<file path="config.mk">
export PLATFORM = sky130hd
export DESIGN_NAME = operand_core
export DESIGN_NICKNAME = d
export VERILOG_FILES = /design/src/logic/isa_pkg.sv /design/src/logic/pipe_pkg.sv /design/src/logic/regfile_ifc.sv /design/src/logic/decode_issue.sv /design/src/logic/execute_units.sv /design/src/logic/operand_core.sv /design/src/logic/register_file.sv /design/src/logic/writeback.sv
export VERILOG_INCLUDE_DIRS = /design/src /design/src/include
export SDC_FILE = /design/constraint.sdc
export NUM_CORES = 2
export LEC_CHECK = 0
export CORE_MARGIN = 5
export CORE_UTILIZATION = 56
export CTS_CLUSTER_SIZE = 12
export DETAILED_ROUTE_END_ITERATION = 6
export DONT_BUFFER_PORTS = 1
export PLACE_DENSITY_LB_ADDON = 0.12
export SYNTH_ARGS = -nofsm -noshare
export SYNTH_HDL_FRONTEND = slang
export SYNTH_SLANG_ARGS = --single-unit
</file>
<file path="constraint.sdc">
create_clock -name clk -period 9.6 [get_ports clk]
set_input_delay 1.92 -clock clk [delete_from_list [all_inputs] [get_ports clk]]
set_output_delay 1.92 -clock clk [all_outputs]
set_load 0.005 [all_outputs]
</file>
<file path="src/include/core_consts.svh">
////////////////////
// Core constants
// Data width, id pool size and multiplier depth
////////////////////
`ifndef CORE_CONSTS_SVH
`define CORE_CONSTS_SVH

// Data word width
`define CORE_XLEN 32

// In-flight instruction ids and id width
`define CORE_ID_COUNT 4
`define CORE_ID_W 2

// Multiplier pipeline depth, issue cycle included
`define CORE_MUL_STAGES 3

`endif

</file>
<file path="src/logic/isa_pkg.sv">
////////////////////
// ISA definitions
// Instruction formats, opcodes and operations
////////////////////
package isa_pkg;

    // Register-register format
    typedef struct packed {
        logic [6:0] funct7;
        logic [4:0] rs2;
        logic [4:0] rs1;
        logic [2:0] funct3;
        logic [4:0] rd;
        logic [6:0] opcode;
    } r_fmt_t;

    // Register-immediate format
    typedef struct packed {
        logic [11:0] imm12;
        logic [4:0]  rs1;
        logic [2:0]  funct3;
        logic [4:0]  rd;
        logic [6:0]  opcode;
    } i_fmt_t;

    // One word, two views; opcode picks the valid one
    typedef union packed {
        r_fmt_t r;
        i_fmt_t i;
    } instr_u;

    localparam logic [6:0] OPC_REG = 7'b0110011;
    localparam logic [6:0] OPC_IMM = 7'b0010011;

    // Function fields
    localparam logic [2:0] F3_ADD    = 3'b000;
    localparam logic [2:0] F3_XOR    = 3'b100;
    localparam logic [6:0] F7_SUB    = 7'b0100000;
    localparam logic [6:0] F7_MULDIV = 7'b0000001;

    typedef enum logic [2:0] {
        OP_ADD,
        OP_SUB,
        OP_XOR,
        OP_MUL
    } op_e;

endpackage

</file>
<file path="src/logic/pipe_pkg.sv">
////////////////////
// Pipeline types
// Ids, issue packets and results
////////////////////
`include "core_consts.svh"

package pipe_pkg;

    typedef logic [`CORE_ID_W-1:0] id_t;

    // Issued operation, operands already resolved
    typedef struct packed {
        isa_pkg::op_e           op;
        id_t                    id;
        logic [4:0]             rd;
        logic                   rd_nzero;
        logic [`CORE_XLEN-1:0]  a;
        logic [`CORE_XLEN-1:0]  b;
    } issue_t;

    // Completed result
    typedef struct packed {
        id_t                    id;
        logic [4:0]             rd;
        logic                   rd_nzero;
        logic [`CORE_XLEN-1:0]  data;
    } result_t;

endpackage

</file>
<file path="src/logic/regfile_ifc.sv">
////////////////////
// Register file interfaces
// Decode side and writeback side links
////////////////////
`timescale 1ns/10ps
`include "core_consts.svh"

// Decode to register file: source reads and rd reservation
interface rf_decode_if;
    logic [4:0]            rs1_addr;
    logic [4:0]            rs2_addr;
    logic                  uses_rs1;
    logic                  uses_rs2;
    logic                  issue;
    logic [4:0]            issue_rd;
    pipe_pkg::id_t         issue_id;
    logic [`CORE_XLEN-1:0] rs1_data;
    logic [`CORE_XLEN-1:0] rs2_data;
    logic                  rs1_conflict;
    logic                  rs2_conflict;

    modport stage (
        output rs1_addr, rs2_addr, uses_rs1, uses_rs2, issue, issue_rd, issue_id,
        input  rs1_data, rs2_data, rs1_conflict, rs2_conflict
    );
    modport regs (
        input  rs1_addr, rs2_addr, uses_rs1, uses_rs2, issue, issue_rd, issue_id,
        output rs1_data, rs2_data, rs1_conflict, rs2_conflict
    );
endinterface

// Writeback to register file: commit and forwarding by id
interface rf_wb_if;
    pipe_pkg::id_t         rs1_id;
    pipe_pkg::id_t         rs2_id;
    logic [`CORE_XLEN-1:0] rs1_data;
    logic [`CORE_XLEN-1:0] rs2_data;
    logic                  rs1_valid;
    logic                  rs2_valid;
    logic                  retired;
    logic                  rd_nzero;
    logic [4:0]            rd_addr;
    logic [`CORE_XLEN-1:0] rd_data;
    pipe_pkg::id_t         wb_id;

    modport stage (
        input  rs1_id, rs2_id,
        output rs1_data, rs2_data, rs1_valid, rs2_valid,
        output retired, rd_nzero, rd_addr, rd_data, wb_id
    );
    modport regs (
        output rs1_id, rs2_id,
        input  rs1_data, rs2_data, rs1_valid, rs2_valid,
        input  retired, rd_nzero, rd_addr, rd_data, wb_id
    );
endinterface

</file>
<file path="src/logic/decode_issue.sv">
////////////////////
// Decode and issue
// Decodes the word, hands out ids, stalls
// on hazards and registers the issue packet
////////////////////
`timescale 1ns/10ps
`include "core_consts.svh"

module decode_issue (
    input  logic               clk,
    input  logic               rst_n,
    input  logic               instr_valid,
    input  isa_pkg::instr_u    instr,
    output logic               stall,
    rf_decode_if.stage         rf,
    input  logic               alu_blocked,
    input  logic               free_valid,
    input  pipe_pkg::id_t      free_id,
    output logic               iss_valid,
    output pipe_pkg::issue_t   iss
);

    logic                      is_reg;
    logic                      is_imm;
    isa_pkg::op_e              op;
    logic [`CORE_XLEN-1:0]     imm_ext;
    logic                      rd_nzero;
    logic [`CORE_ID_COUNT-1:0] busy;
    pipe_pkg::id_t             next_id;
    logic                      id_avail;
    logic                      waw_hold;
    logic                      mul_prev;
    logic [4:0]                mul_prev_rd;
    logic                      accept;

    ////////////////////
    // Decode
    assign is_reg   = instr.r.opcode == isa_pkg::OPC_REG;
    assign is_imm   = instr.r.opcode == isa_pkg::OPC_IMM;
    assign imm_ext  = {{(`CORE_XLEN-12){instr.i.imm12[11]}}, instr.i.imm12};
    assign rd_nzero = instr.r.rd != 5'd0;

    always_comb begin
        op = isa_pkg::OP_ADD;
        if (instr.r.funct3 == isa_pkg::F3_XOR) begin
            op = isa_pkg::OP_XOR;
        end else if (is_reg && instr.r.funct7 == isa_pkg::F7_SUB) begin
            op = isa_pkg::OP_SUB;
        end else if (is_reg && instr.r.funct7 == isa_pkg::F7_MULDIV) begin
            op = isa_pkg::OP_MUL;
        end
    end

    // Immediate ops only read rs1
    assign rf.rs1_addr = instr.r.rs1;
    assign rf.rs2_addr = instr.r.rs2;
    assign rf.uses_rs1 = is_reg | is_imm;
    assign rf.uses_rs2 = is_reg;

    ////////////////////
    // Stall and accept
    // Id freed this cycle can be handed out again at once
    assign id_avail = ~busy[next_id] | (free_valid & (free_id == next_id));

    // ALU op right behind a MUL to the same rd would retire first
    assign waw_hold = mul_prev & (mul_prev_rd == instr.r.rd) & rd_nzero;

    assign stall = instr_valid & (rf.rs1_conflict | rf.rs2_conflict | ~id_avail
                 | ((op != isa_pkg::OP_MUL) & (alu_blocked | waw_hold)));
    assign accept = instr_valid & ~stall;

    // x0 is never marked in use
    assign rf.issue    = accept & rd_nzero;
    assign rf.issue_rd = instr.r.rd;
    assign rf.issue_id = next_id;

    ////////////////////
    // Id allocation, round robin
    always_ff @(posedge clk or negedge rst_n) begin
        if (!rst_n) begin
            busy        <= '0;
            next_id     <= '0;
            iss_valid   <= 1'b0;
            mul_prev    <= 1'b0;
            mul_prev_rd <= '0;
        end else begin
            // Release first so a same-cycle allocation keeps the id busy
            if (free_valid) begin
                busy[free_id] <= 1'b0;
            end
            if (accept) begin
                busy[next_id] <= 1'b1;
                next_id       <= next_id + 1'b1;
            end
            iss_valid   <= accept;
            mul_prev    <= accept & (op == isa_pkg::OP_MUL);
            mul_prev_rd <= instr.r.rd;
        end
    end

    // Issue packet payload
    always_ff @(posedge clk) begin
        if (accept) begin
            iss.op       <= op;
            iss.id       <= next_id;
            iss.rd       <= instr.r.rd;
            iss.rd_nzero <= rd_nzero;
            iss.a        <= rf.rs1_data;
            iss.b        <= is_reg ? rf.rs2_data : imm_ext;
        end
    end

    // Writeback only frees ids still out, else a live id could be reissued
    a_free_busy : assert property (@(posedge clk) disable iff (!rst_n)
        free_valid |-> busy[free_id])
        else $error("id released while not in flight");

endmodule

</file>
<file path="src/logic/execute_units.sv">
////////////////////
// Execute units
// Single-cycle ALU and pipelined multiplier
// merged onto one result port
////////////////////
`timescale 1ns/10ps
`include "core_consts.svh"

module execute_units (
    input  logic              clk,
    input  logic              rst_n,
    input  logic              iss_valid,
    input  pipe_pkg::issue_t  iss,
    output logic              alu_blocked,
    output logic              res_valid,
    output pipe_pkg::result_t res
);

    // First multiplier stage runs on the issue register itself
    localparam int MUL_REGS = `CORE_MUL_STAGES - 1;

    logic                  alu_valid;
    pipe_pkg::result_t     alu_res;
    logic [`CORE_XLEN-1:0] mul_prod;
    logic [MUL_REGS-1:0]   mul_vld;
    pipe_pkg::result_t     mul_res [MUL_REGS];

    ////////////////////
    // ALU, straight off the issue register
    assign alu_valid = iss_valid & (iss.op != isa_pkg::OP_MUL);

    always_comb begin
        alu_res.id       = iss.id;
        alu_res.rd       = iss.rd;
        alu_res.rd_nzero = iss.rd_nzero;
        case (iss.op)
            isa_pkg::OP_SUB: alu_res.data = iss.a - iss.b;
            isa_pkg::OP_XOR: alu_res.data = iss.a ^ iss.b;
            default:         alu_res.data = iss.a + iss.b;
        endcase
    end

    ////////////////////
    // Multiplier
    // Low half of the product only
    assign mul_prod = iss.a * iss.b;

    always_ff @(posedge clk or negedge rst_n) begin
        if (!rst_n) begin
            mul_vld <= '0;
        end else begin
            mul_vld <= {mul_vld[MUL_REGS-2:0], iss_valid & (iss.op == isa_pkg::OP_MUL)};
        end
    end

    // Stage payloads, several multiplies can be in flight
    always_ff @(posedge clk) begin
        mul_res[0].id       <= iss.id;
        mul_res[0].rd       <= iss.rd;
        mul_res[0].rd_nzero <= iss.rd_nzero;
        mul_res[0].data     <= mul_prod;
        for (int k = 1; k < MUL_REGS; k++) begin
            mul_res[k] <= mul_res[k-1];
        end
    end

    // Last stage outputs next cycle, keep the ALU off the port
    assign alu_blocked = mul_vld[MUL_REGS-2];

    ////////////////////
    // Result merge
    assign res_valid = alu_valid | mul_vld[MUL_REGS-1];
    assign res       = mul_vld[MUL_REGS-1] ? mul_res[MUL_REGS-1] : alu_res;

    // Decode holds ALU ops back two cycles ahead of this
    a_one_result : assert property (@(posedge clk) disable iff (!rst_n)
        !(alu_valid && mul_vld[MUL_REGS-1]))
        else $error("ALU and multiplier completed together");

endmodule

</file>
<file path="src/logic/operand_core.sv">
////////////////////
// Operand core top
// Decode, register file, execute and writeback
////////////////////
`timescale 1ns/10ps
`include "core_consts.svh"

module operand_core (
    input  logic                  clk,
    input  logic                  rst_n,
    input  logic                  instr_valid,
    input  logic [31:0]           instr,
    output logic                  stall,
    output logic                  retire_valid,
    output logic [4:0]            retire_rd,
    output logic [`CORE_ID_W-1:0] retire_id,
    output logic [`CORE_XLEN-1:0] retire_data
);

    rf_decode_if dec_if ();
    rf_wb_if     wb_if ();

    logic              alu_blocked;
    logic              free_valid;
    pipe_pkg::id_t     free_id;
    logic              iss_valid;
    pipe_pkg::issue_t  iss;
    logic              res_valid;
    pipe_pkg::result_t res;

    decode_issue u_decode (
        .clk         (clk),
        .rst_n       (rst_n),
        .instr_valid (instr_valid),
        .instr       (isa_pkg::instr_u'(instr)),
        .stall       (stall),
        .rf          (dec_if),
        .alu_blocked (alu_blocked),
        .free_valid  (free_valid),
        .free_id     (free_id),
        .iss_valid   (iss_valid),
        .iss         (iss)
    );

    register_file u_regs (
        .clk   (clk),
        .rst_n (rst_n),
        .dec   (dec_if),
        .wb    (wb_if)
    );

    execute_units u_exec (
        .clk         (clk),
        .rst_n       (rst_n),
        .iss_valid   (iss_valid),
        .iss         (iss),
        .alu_blocked (alu_blocked),
        .res_valid   (res_valid),
        .res         (res)
    );

    writeback u_wb (
        .clk          (clk),
        .rst_n        (rst_n),
        .res_valid    (res_valid),
        .res          (res),
        .rf           (wb_if),
        .free_valid   (free_valid),
        .free_id      (free_id),
        .retire_valid (retire_valid),
        .retire_rd    (retire_rd),
        .retire_id    (retire_id),
        .retire_data  (retire_data)
    );

endmodule

</file>
<file path="src/logic/register_file.sv">
////////////////////
// Register file
// 32 registers with producer id tracking,
// forwarding select and conflict detection
////////////////////
`timescale 1ns/10ps
`include "core_consts.svh"

module register_file (
    input  logic       clk,
    input  logic       rst_n,
    rf_decode_if.regs  dec,
    rf_wb_if.regs      wb
);

    logic [`CORE_XLEN-1:0] regs [32];
    logic [31:0]           in_use;
    pipe_pkg::id_t         in_use_id [32];

    logic                  wr_en;
    logic                  clr_en;
    logic                  rs1_in_use;
    logic                  rs2_in_use;

    // Writeback only commits nonzero rd
    assign wr_en  = wb.retired & wb.rd_nzero;
    // Only the latest producer may clear the mark
    assign clr_en = wr_en & (in_use_id[wb.rd_addr] == wb.wb_id);

    ////////////////////
    // Storage and in-use table
    always_ff @(posedge clk or negedge rst_n) begin
        if (!rst_n) begin
            for (int i = 0; i < 32; i++) begin
                regs[i]      <= '0;
                in_use_id[i] <= '0;
            end
            in_use <= '0;
        end else begin
            if (wr_en) begin
                regs[wb.rd_addr] <= wb.rd_data;
            end
            if (clr_en) begin
                in_use[wb.rd_addr] <= 1'b0;
            end
            // Issue comes last so it wins on a shared rd
            if (dec.issue) begin
                in_use[dec.issue_rd]    <= 1'b1;
                in_use_id[dec.issue_rd] <= dec.issue_id;
            end
        end
    end

    ////////////////////
    // Source read
    // Producer ids go to writeback for matching
    assign wb.rs1_id = in_use_id[dec.rs1_addr];
    assign wb.rs2_id = in_use_id[dec.rs2_addr];

    assign rs1_in_use = in_use[dec.rs1_addr];
    assign rs2_in_use = in_use[dec.rs2_addr];

    // In flight sources take the writeback value
    assign dec.rs1_data = rs1_in_use ? wb.rs1_data : regs[dec.rs1_addr];
    assign dec.rs2_data = rs2_in_use ? wb.rs2_data : regs[dec.rs2_addr];

    // Conflict when the producer is not at writeback yet
    assign dec.rs1_conflict = dec.uses_rs1 & rs1_in_use & ~wb.rs1_valid;
    assign dec.rs2_conflict = dec.uses_rs2 & rs2_in_use & ~wb.rs2_valid;

    ////////////////////
    // Checks
    a_no_issue_x0 : assert property (@(posedge clk) disable iff (!rst_n)
        !(dec.issue && dec.issue_rd == 5'd0))
        else $error("x0 marked in use");

    a_no_retire_x0 : assert property (@(posedge clk) disable iff (!rst_n)
        wr_en |-> wb.rd_addr != 5'd0)
        else $error("retire committed to x0");

endmodule

</file>
<file path="src/logic/writeback.sv">
////////////////////
// Writeback
// Commits one result per cycle, forwards it
// by id and releases the id
////////////////////
`timescale 1ns/10ps
`include "core_consts.svh"

module writeback (
    input  logic                  clk,
    input  logic                  rst_n,
    input  logic                  res_valid,
    input  pipe_pkg::result_t     res,
    rf_wb_if.stage                rf,
    output logic                  free_valid,
    output pipe_pkg::id_t         free_id,
    output logic                  retire_valid,
    output logic [4:0]            retire_rd,
    output pipe_pkg::id_t         retire_id,
    output logic [`CORE_XLEN-1:0] retire_data
);

    logic              wb_valid;
    pipe_pkg::result_t wb_res;

    ////////////////////
    // Result register
    always_ff @(posedge clk or negedge rst_n) begin
        if (!rst_n) begin
            wb_valid <= 1'b0;
        end else begin
            wb_valid <= res_valid;
        end
    end

    always_ff @(posedge clk) begin
        if (res_valid) begin
            wb_res <= res;
        end
    end

    ////////////////////
    // Commit to register file
    assign rf.retired  = wb_valid;
    assign rf.rd_nzero = wb_res.rd_nzero;
    assign rf.rd_addr  = wb_res.rd;
    assign rf.rd_data  = wb_res.data;
    assign rf.wb_id    = wb_res.id;

    // Forward hit when the held id is the asked producer
    assign rf.rs1_valid = wb_valid & (rf.rs1_id == wb_res.id);
    assign rf.rs2_valid = wb_valid & (rf.rs2_id == wb_res.id);
    assign rf.rs1_data  = wb_res.data;
    assign rf.rs2_data  = wb_res.data;

    // Every result frees its id, x0 targets too
    assign free_valid = wb_valid;
    assign free_id    = wb_res.id;

    // Retire port silent for x0
    assign retire_valid = wb_valid & wb_res.rd_nzero;
    assign retire_rd    = wb_res.rd;
    assign retire_id    = wb_res.id;
    assign retire_data  = wb_res.data;

endmodule

</file>
=== Yosys cells after proc, flatten, opt, wreduce, memory -nomap -nowiden ===
Memories as Yosys holds them, arrays and structs flattened.
Index checks and enable logic that the tools add are counted.
W data, S select, Z words.

* Add/sub/neg operators: 3
* Multipliers: 1
* $lt $le $gt $ge: 16
* Equal/unequal tests: 16
* Mux-type cells: 47
* Bitwise operators: 41
* Reduce and logical (&&, ||, !) cells: 9

{| class="wikitable"
|+ Operators by type and width
! operator !! number
|-
| $bwmux W1024 || 1
|-
| $bmux W32 S5 || 2
|-
| $mux W32 || 10
|-
| $demux W32 S5 || 1
|-
| $bwmux W64 || 1
|-
| $pmux W32 S2 || 1
|-
| $mux W40 || 1
|-
| $add A32 B32 Y32 || 1
|-
| $and A32 B32 Y32 || 1
|-
| $mul A32 B32 Y32 || 1
|-
| $not A32 Y32 || 1
|-
| $or A32 B32 Y32 || 1
|-
| $sub A32 B32 Y32 || 1
|-
| $xor A32 B32 Y32 || 1
|-
| $bmux W2 S5 || 3
|-
| $ge A6 B6 Y1 const B || 4
|-
| $lt A5 B6 Y1 const B || 4
|-
| $not A5 Y6 || 4
|-
| $and A1 B1 Y1 || 18
|-
| $mux W2 || 8
|-
| $eq A7 B6 Y1 const B || 2
|-
| $lt A6 B1 Y1 const B || 2
|-
| $bmux W1 S5 || 2
|-
| $demux W1 S5 || 2
|-
| other kinds (25) || 60
|}

* Flip-flop bits (word level): 1,251
* RAM bits: 80
* Input port bits: 35
* Memories kept: 1

{| class="wikitable"
|+ Memory list
! memory !! words !! bits a word !! rd ports !! clocked after memory_dff !! write ports !! line !! RTL
|-
| u_exec.mul_res || 2 || 40 || 2 || 0 || 2 || execute_units.sv:26 || <nowiki>pipe_pkg::result_t mul_res [MUL_REGS];</nowiki>
|}

=== Logic depth before layout (Yosys ltp) ===
* Word-level depth: 16
* Gate-level depth with buffers: 30

=== Cells and area by module ===
Synthesis repeated with hierarchy kept, for this count alone.

* Cell total of the unflattened synthesis: 6,420
* Area, all modules: 86,812.0 um^2

{| class="wikitable"
|+ By module, submodules not included
! module !! times used !! cells each !! area an instance (um^2) !! sequential area each (um^2)
|-
| register_file || 1 || 3,757 || 60,755.8 || 28,026.9
|-
| execute_units || 1 || 2,314 || 20,554.7 || 1,651.6
|-
| decode_issue || 1 || 195 || 3,425.8 || 2,547.4
|-
| writeback || 1 || 154 || 2,075.7 || 1,226.2
|}

=== Worst setup path before layout ===
Ideal clock, no wire load.

* Kind: register to register
* Start: register, netlist name u_decode.iss[6]
* End: memory u_exec.mul_res[0][31] in the netlist's numbering
* Library setup time: 0.072 ns
* Arrival: 7.094 ns
* Required time: 9.528 ns
* Path slack: 2.434 ns
* Cell stages (with the launch flop): 29
* Buffers on the path: 2
* Cells stage by stage: edfxtp_1 clkbuf_1 clkbuf_1 and2_1 fa_1 fa_1 inv_1 fa_1 fa_1 inv_1 fa_1 inv_1 fa_1 fa_1 fa_1 inv_1 ha_1 a21o_1 a21o_1 a21oi_1 nand4b_1 a41oi_1 nor3_1 nor2_1 nor2b_1 o21ai_0 nand2b_1 o31ai_1 xnor2_1

{| class="wikitable"
|+ RTL lines
! what !! line
|-
| end, declared || execute_units.sv:26
|}

==> impl_results.md <==
- Status: finished clean
- Largest net degree at the start of global routing: 293
- Num CTS Buffers: 151
- Kind of critical path: register to register
- Clk Latency, worst-skew pair: 0.80 ns
- CTS Buffer Depth: 3
- Final hold viol count: 0
- Final setup fails: 0
- Die height: 399.8 um
- Min cycle time layout: 7.946 ns
- First-pass GRT wire length: ~370,000 um
- Hold path start: u_exec.mul_res[0][23]
- Layout filler cell count: about 12,000
- Max-slew violations: 0
- Fin crit share: 82.77%
- Total grt overflow: 0
- RD Place Congestion: 0.9599
- Port bufs: 0
- Crit path DAT: 8.59 ns
- Post-synth EDFFs: 114
- Die width: ~400 um
- Postcts setup bufs: 0
- Async S/R FF share, synth: 85.41%
- Post-synth cell types: 68
- R2R cell count: 25
- Initial antenna violation count: 6
- Max-Cap Viols: 0
- Per-cell routed wire length: 30.49 um
- Critical Path RT: 10.24 ns
- Sequential element share of the synthesized area: 39.32%
- Avg Synthesized Cell Area: 13.45 sq um
- Fin Setup TNS: 0 ns
- WHS Endpoint: u_exec.mul_res[0][63]
- Wirelength, routed: 249,400 um
- Mapped Nets: 6,944
- FF+latch area: 33,450 sq um
- Yosys warns: 0
- Crit end category: register
- Cell count of the worst hold path: 0
- # IOs: 76
- DRT antenna net count: 0
- Vias: 53,735
- Reg2Reg Capture Point: u_exec.mul_res[0][31]
- Reg2reg start: u_decode.iss[2]
- Worst Setup Start Kind: register
- RSZ-0062 raised after global routing: false
- Dominant synthesized flop cell: dfrtp_1
- CTS Root Cell: clkbuf_16
- Clock sinks: 1,330
- Max-slew headroom: 2.480%
- Resize count post-CTS: 0
- Overall die area: 159,800 sq um
- HP Class: register to register
- Total track usage: 31.91%
- First-pass detailed-route iteration total: 7
- Vias in the first global route: 55,624
- Final HPWL DP: roughly 140,000 um
- H-tree depth: 4
- Via density: 6.567
- Layout area overhead: 7.707%
- # nets final: 6,655
- Rows: ~140
- # DRC: 0
- CTS tree: built
- Highest Clock Rate: roughly 0.13 GHz
- Seq cells post-synth: 1,330
- Area of the multi-input gates: between 40,000 and 50,000 sq um
- Mapped Area: 85,080 sq um
- Initial Util: 56.14%
- Share of cells above drive strength 1: ~35%
- Worst clock skew: 0.03705 ns
- CP max FO: 25
- Core Area: 151,500 sq um
- Reg clk slew, reported paths: ~0.06 ns
- Cts hold-fix bufs: 0
- Initial drt markers: 5,883
- Slew @ Worst Pin: 1.463 ns
- R2R Setup Slk: about 1.7 ns
- Mapped Cells: 6,325
==> through the flow <==
stage | utilization [%] | worst slack [ns] | cell area [sq um] | hold WS, ns | instances
after floorplan | - | 2.434 | 85080 | 0.3096 | 6325
after global routing | 60.47 | 1.225 | 91640 | 0.3246 | 8181
after global placement | 57.18 | 1.922 | 86650 | 0.3101 | 7913
final | 60.47 | 1.654 | 91640 | 0.3177 | 8182
after CTS | 60.47 | 1.726 | 91640 | 0.3198 | 8181
after detailed placement | 57.18 | 1.741 | 86650 | 0.3121 | 7913
==> Yosys cell counts (6+ instances only) <==
master       n  area share [%]
nand4_1     10           0.074
nor3b_1      6           0.053
or3_1        6           0.044
dfxtp_1     80             1.9
xor2_1      52            0.54
inv_1      448             2.0
nand3_1     66            0.39
fa_1       409             9.6
nor3_1      23            0.14
buf_2       13           0.076
and3_1      13           0.096
and2_1     256             1.9
o21bai_1     8           0.071
edfxtp_1   114             4.0
nand3_2     10            0.12
a21oi_1    117            0.69
nor2_1     106            0.47
a31oi_1      9           0.066
nand2b_1    19            0.14
ha_1       175             2.6
mux2_1      14            0.19
o21ai_0    122            0.72
dfrtp_1   1136              33
nand2_1    445             2.0
a211oi_1    16            0.14
mux2i_1     53            0.62
a21o_1      31            0.27
clkbuf_1   427             1.9
o31ai_1     21            0.19
nor2b_1     21            0.15
mux4_2     701              19
a22oi_1     11           0.097
o21a_1       7           0.062
mux2_4       6            0.11
buf_1       98            0.43
xnor2_1    116             1.2
mux2_2    1087              14
==> flip-flops by register name (all words and copies together) (netlist names) <==
signal,cells
u_exec.mul_res,80
u_regs.in_use,32
u_decode.iss,74
u_decode.mul_prev_rd,5
u_decode.rf.issue_id,2
u_wb.free_id,2
u_regs.regs,1024
u_wb.rf.rd_nzero,1
u_regs.in_use_id,64
u_wb.retire_rd,5
u_wb.free_valid,1
u_decode.mul_prev,1
u_decode.iss_valid,1
u_wb.retire_data,32
u_exec.mul_vld,2
u_decode.busy,4
==> critical path, stage by stage (launching register included) <==
cell	delay, ns
edfxtp_1	0.94
nand2_1	0.19
fa_1	0.61
fa_1	0.44
fa_1	0.50
fa_1	0.57
inv_1	0.06
fa_1	0.49
inv_1	0.05
fa_1	0.55
fa_1	0.43
fa_1	0.49
inv_1	0.05
ha_1	0.34
a21o_1	0.20
a21o_1	0.18
a21oi_1	0.34
nand4b_1	0.15
a41oi_1	0.27
nor3_1	0.10
nor2_1	0.16
nor2b_1	0.07
o21ai_0	0.14
nand2b_1	0.11
o31ai_1	0.25
xnor2_1	0.10
==> logic make-up after synthesis <==
kind of cell	share of synthesized area [%]
multiplexers	33.86
flip-flops	39.32
AND/OR/NAND/NOR	5.728
buffers and inverters	4.454
adder cells (fa/ha/maj)	12.20
AO/OA/AOI/OAI	2.715
XOR/XNOR	1.729
==> cell type report <==
type	count	share of cell area, %
clock inverters	29	0.3782
well taps	2030	2.772
repair buffers	103	0.9667
multi-input cells	4002	52.48
flip-flops and latches	1330	36.51
clock buffers	239	5.061
inverters	448	1.835
diodes	1	0.002731
==> cell usage in the layout (no fill, tap or decap), types with 7 or more instances in the layout <==
cell type  count
dfrtp_1     1135
a21o_1        30
a211oi_1      16
nand3_2       10
ha_1         175
a22oi_1       11
fa_1         409
o31ai_1       21
buf_4         97
edfxtp_1     114
and2_1       252
xor2_1        52
o21a_1         7
dfxtp_1       80
clkbuf_16    158
o21bai_1       8
clkbuf_1      43
xnor2_1      116
nand2_1      433
nand3_1       66
inv_1        447
mux2_2      1087
nor2_4        17
a21oi_1      117
and3_1        13
clkinv_2      16
mux2i_1       51
nor2_1        90
mux2_1        14
mux4_2       701
nand2_4       12
nor3_1        23
nand2b_1      19
nand4_1       10
clkbuf_8      38
a31oi_1        9
nor2b_1       21
o21ai_0      122
==> layer usage <==
| layer | wire length, um | global-route usage, % | vias up | part of all wire (%) |
|---|---|---|---|---|
| met5 | 0 | 0 | - | 0 |
| met2 | 114200 | 48.64 | 2259 | 46 |
| li1 | - | - | 22052 | - |
| met3 | 20770 | 6.534 | 525 | 8.3 |
| met4 | 11170 | 12.63 | 0 | 4.5 |
| met1 | 103300 | 45.62 | 28899 | 41 |
==> worst max-delay path by stage <==
stage	start	endpoint	slack, ns
2_1_floorplan	u_decode.iss[6]	u_exec.mul_res[0][31]	2.43
3_3_place_gp	u_decode.iss[7]	u_exec.mul_res[0][31]	1.92
3_5_place_dp	u_decode.iss[2]	u_exec.mul_res[0][31]	1.74
4_1_cts	u_decode.iss[2]	u_exec.mul_res[0][31]	1.73
5_1_grt	u_decode.iss[4]	u_exec.mul_res[0][31]	1.22
6_report	u_decode.iss[2]	u_exec.mul_res[0][31]	1.65
Power is left out: the tool's default activity adds up to more than one toggle a clock period on the data nets, which glitch-free logic cannot reach.
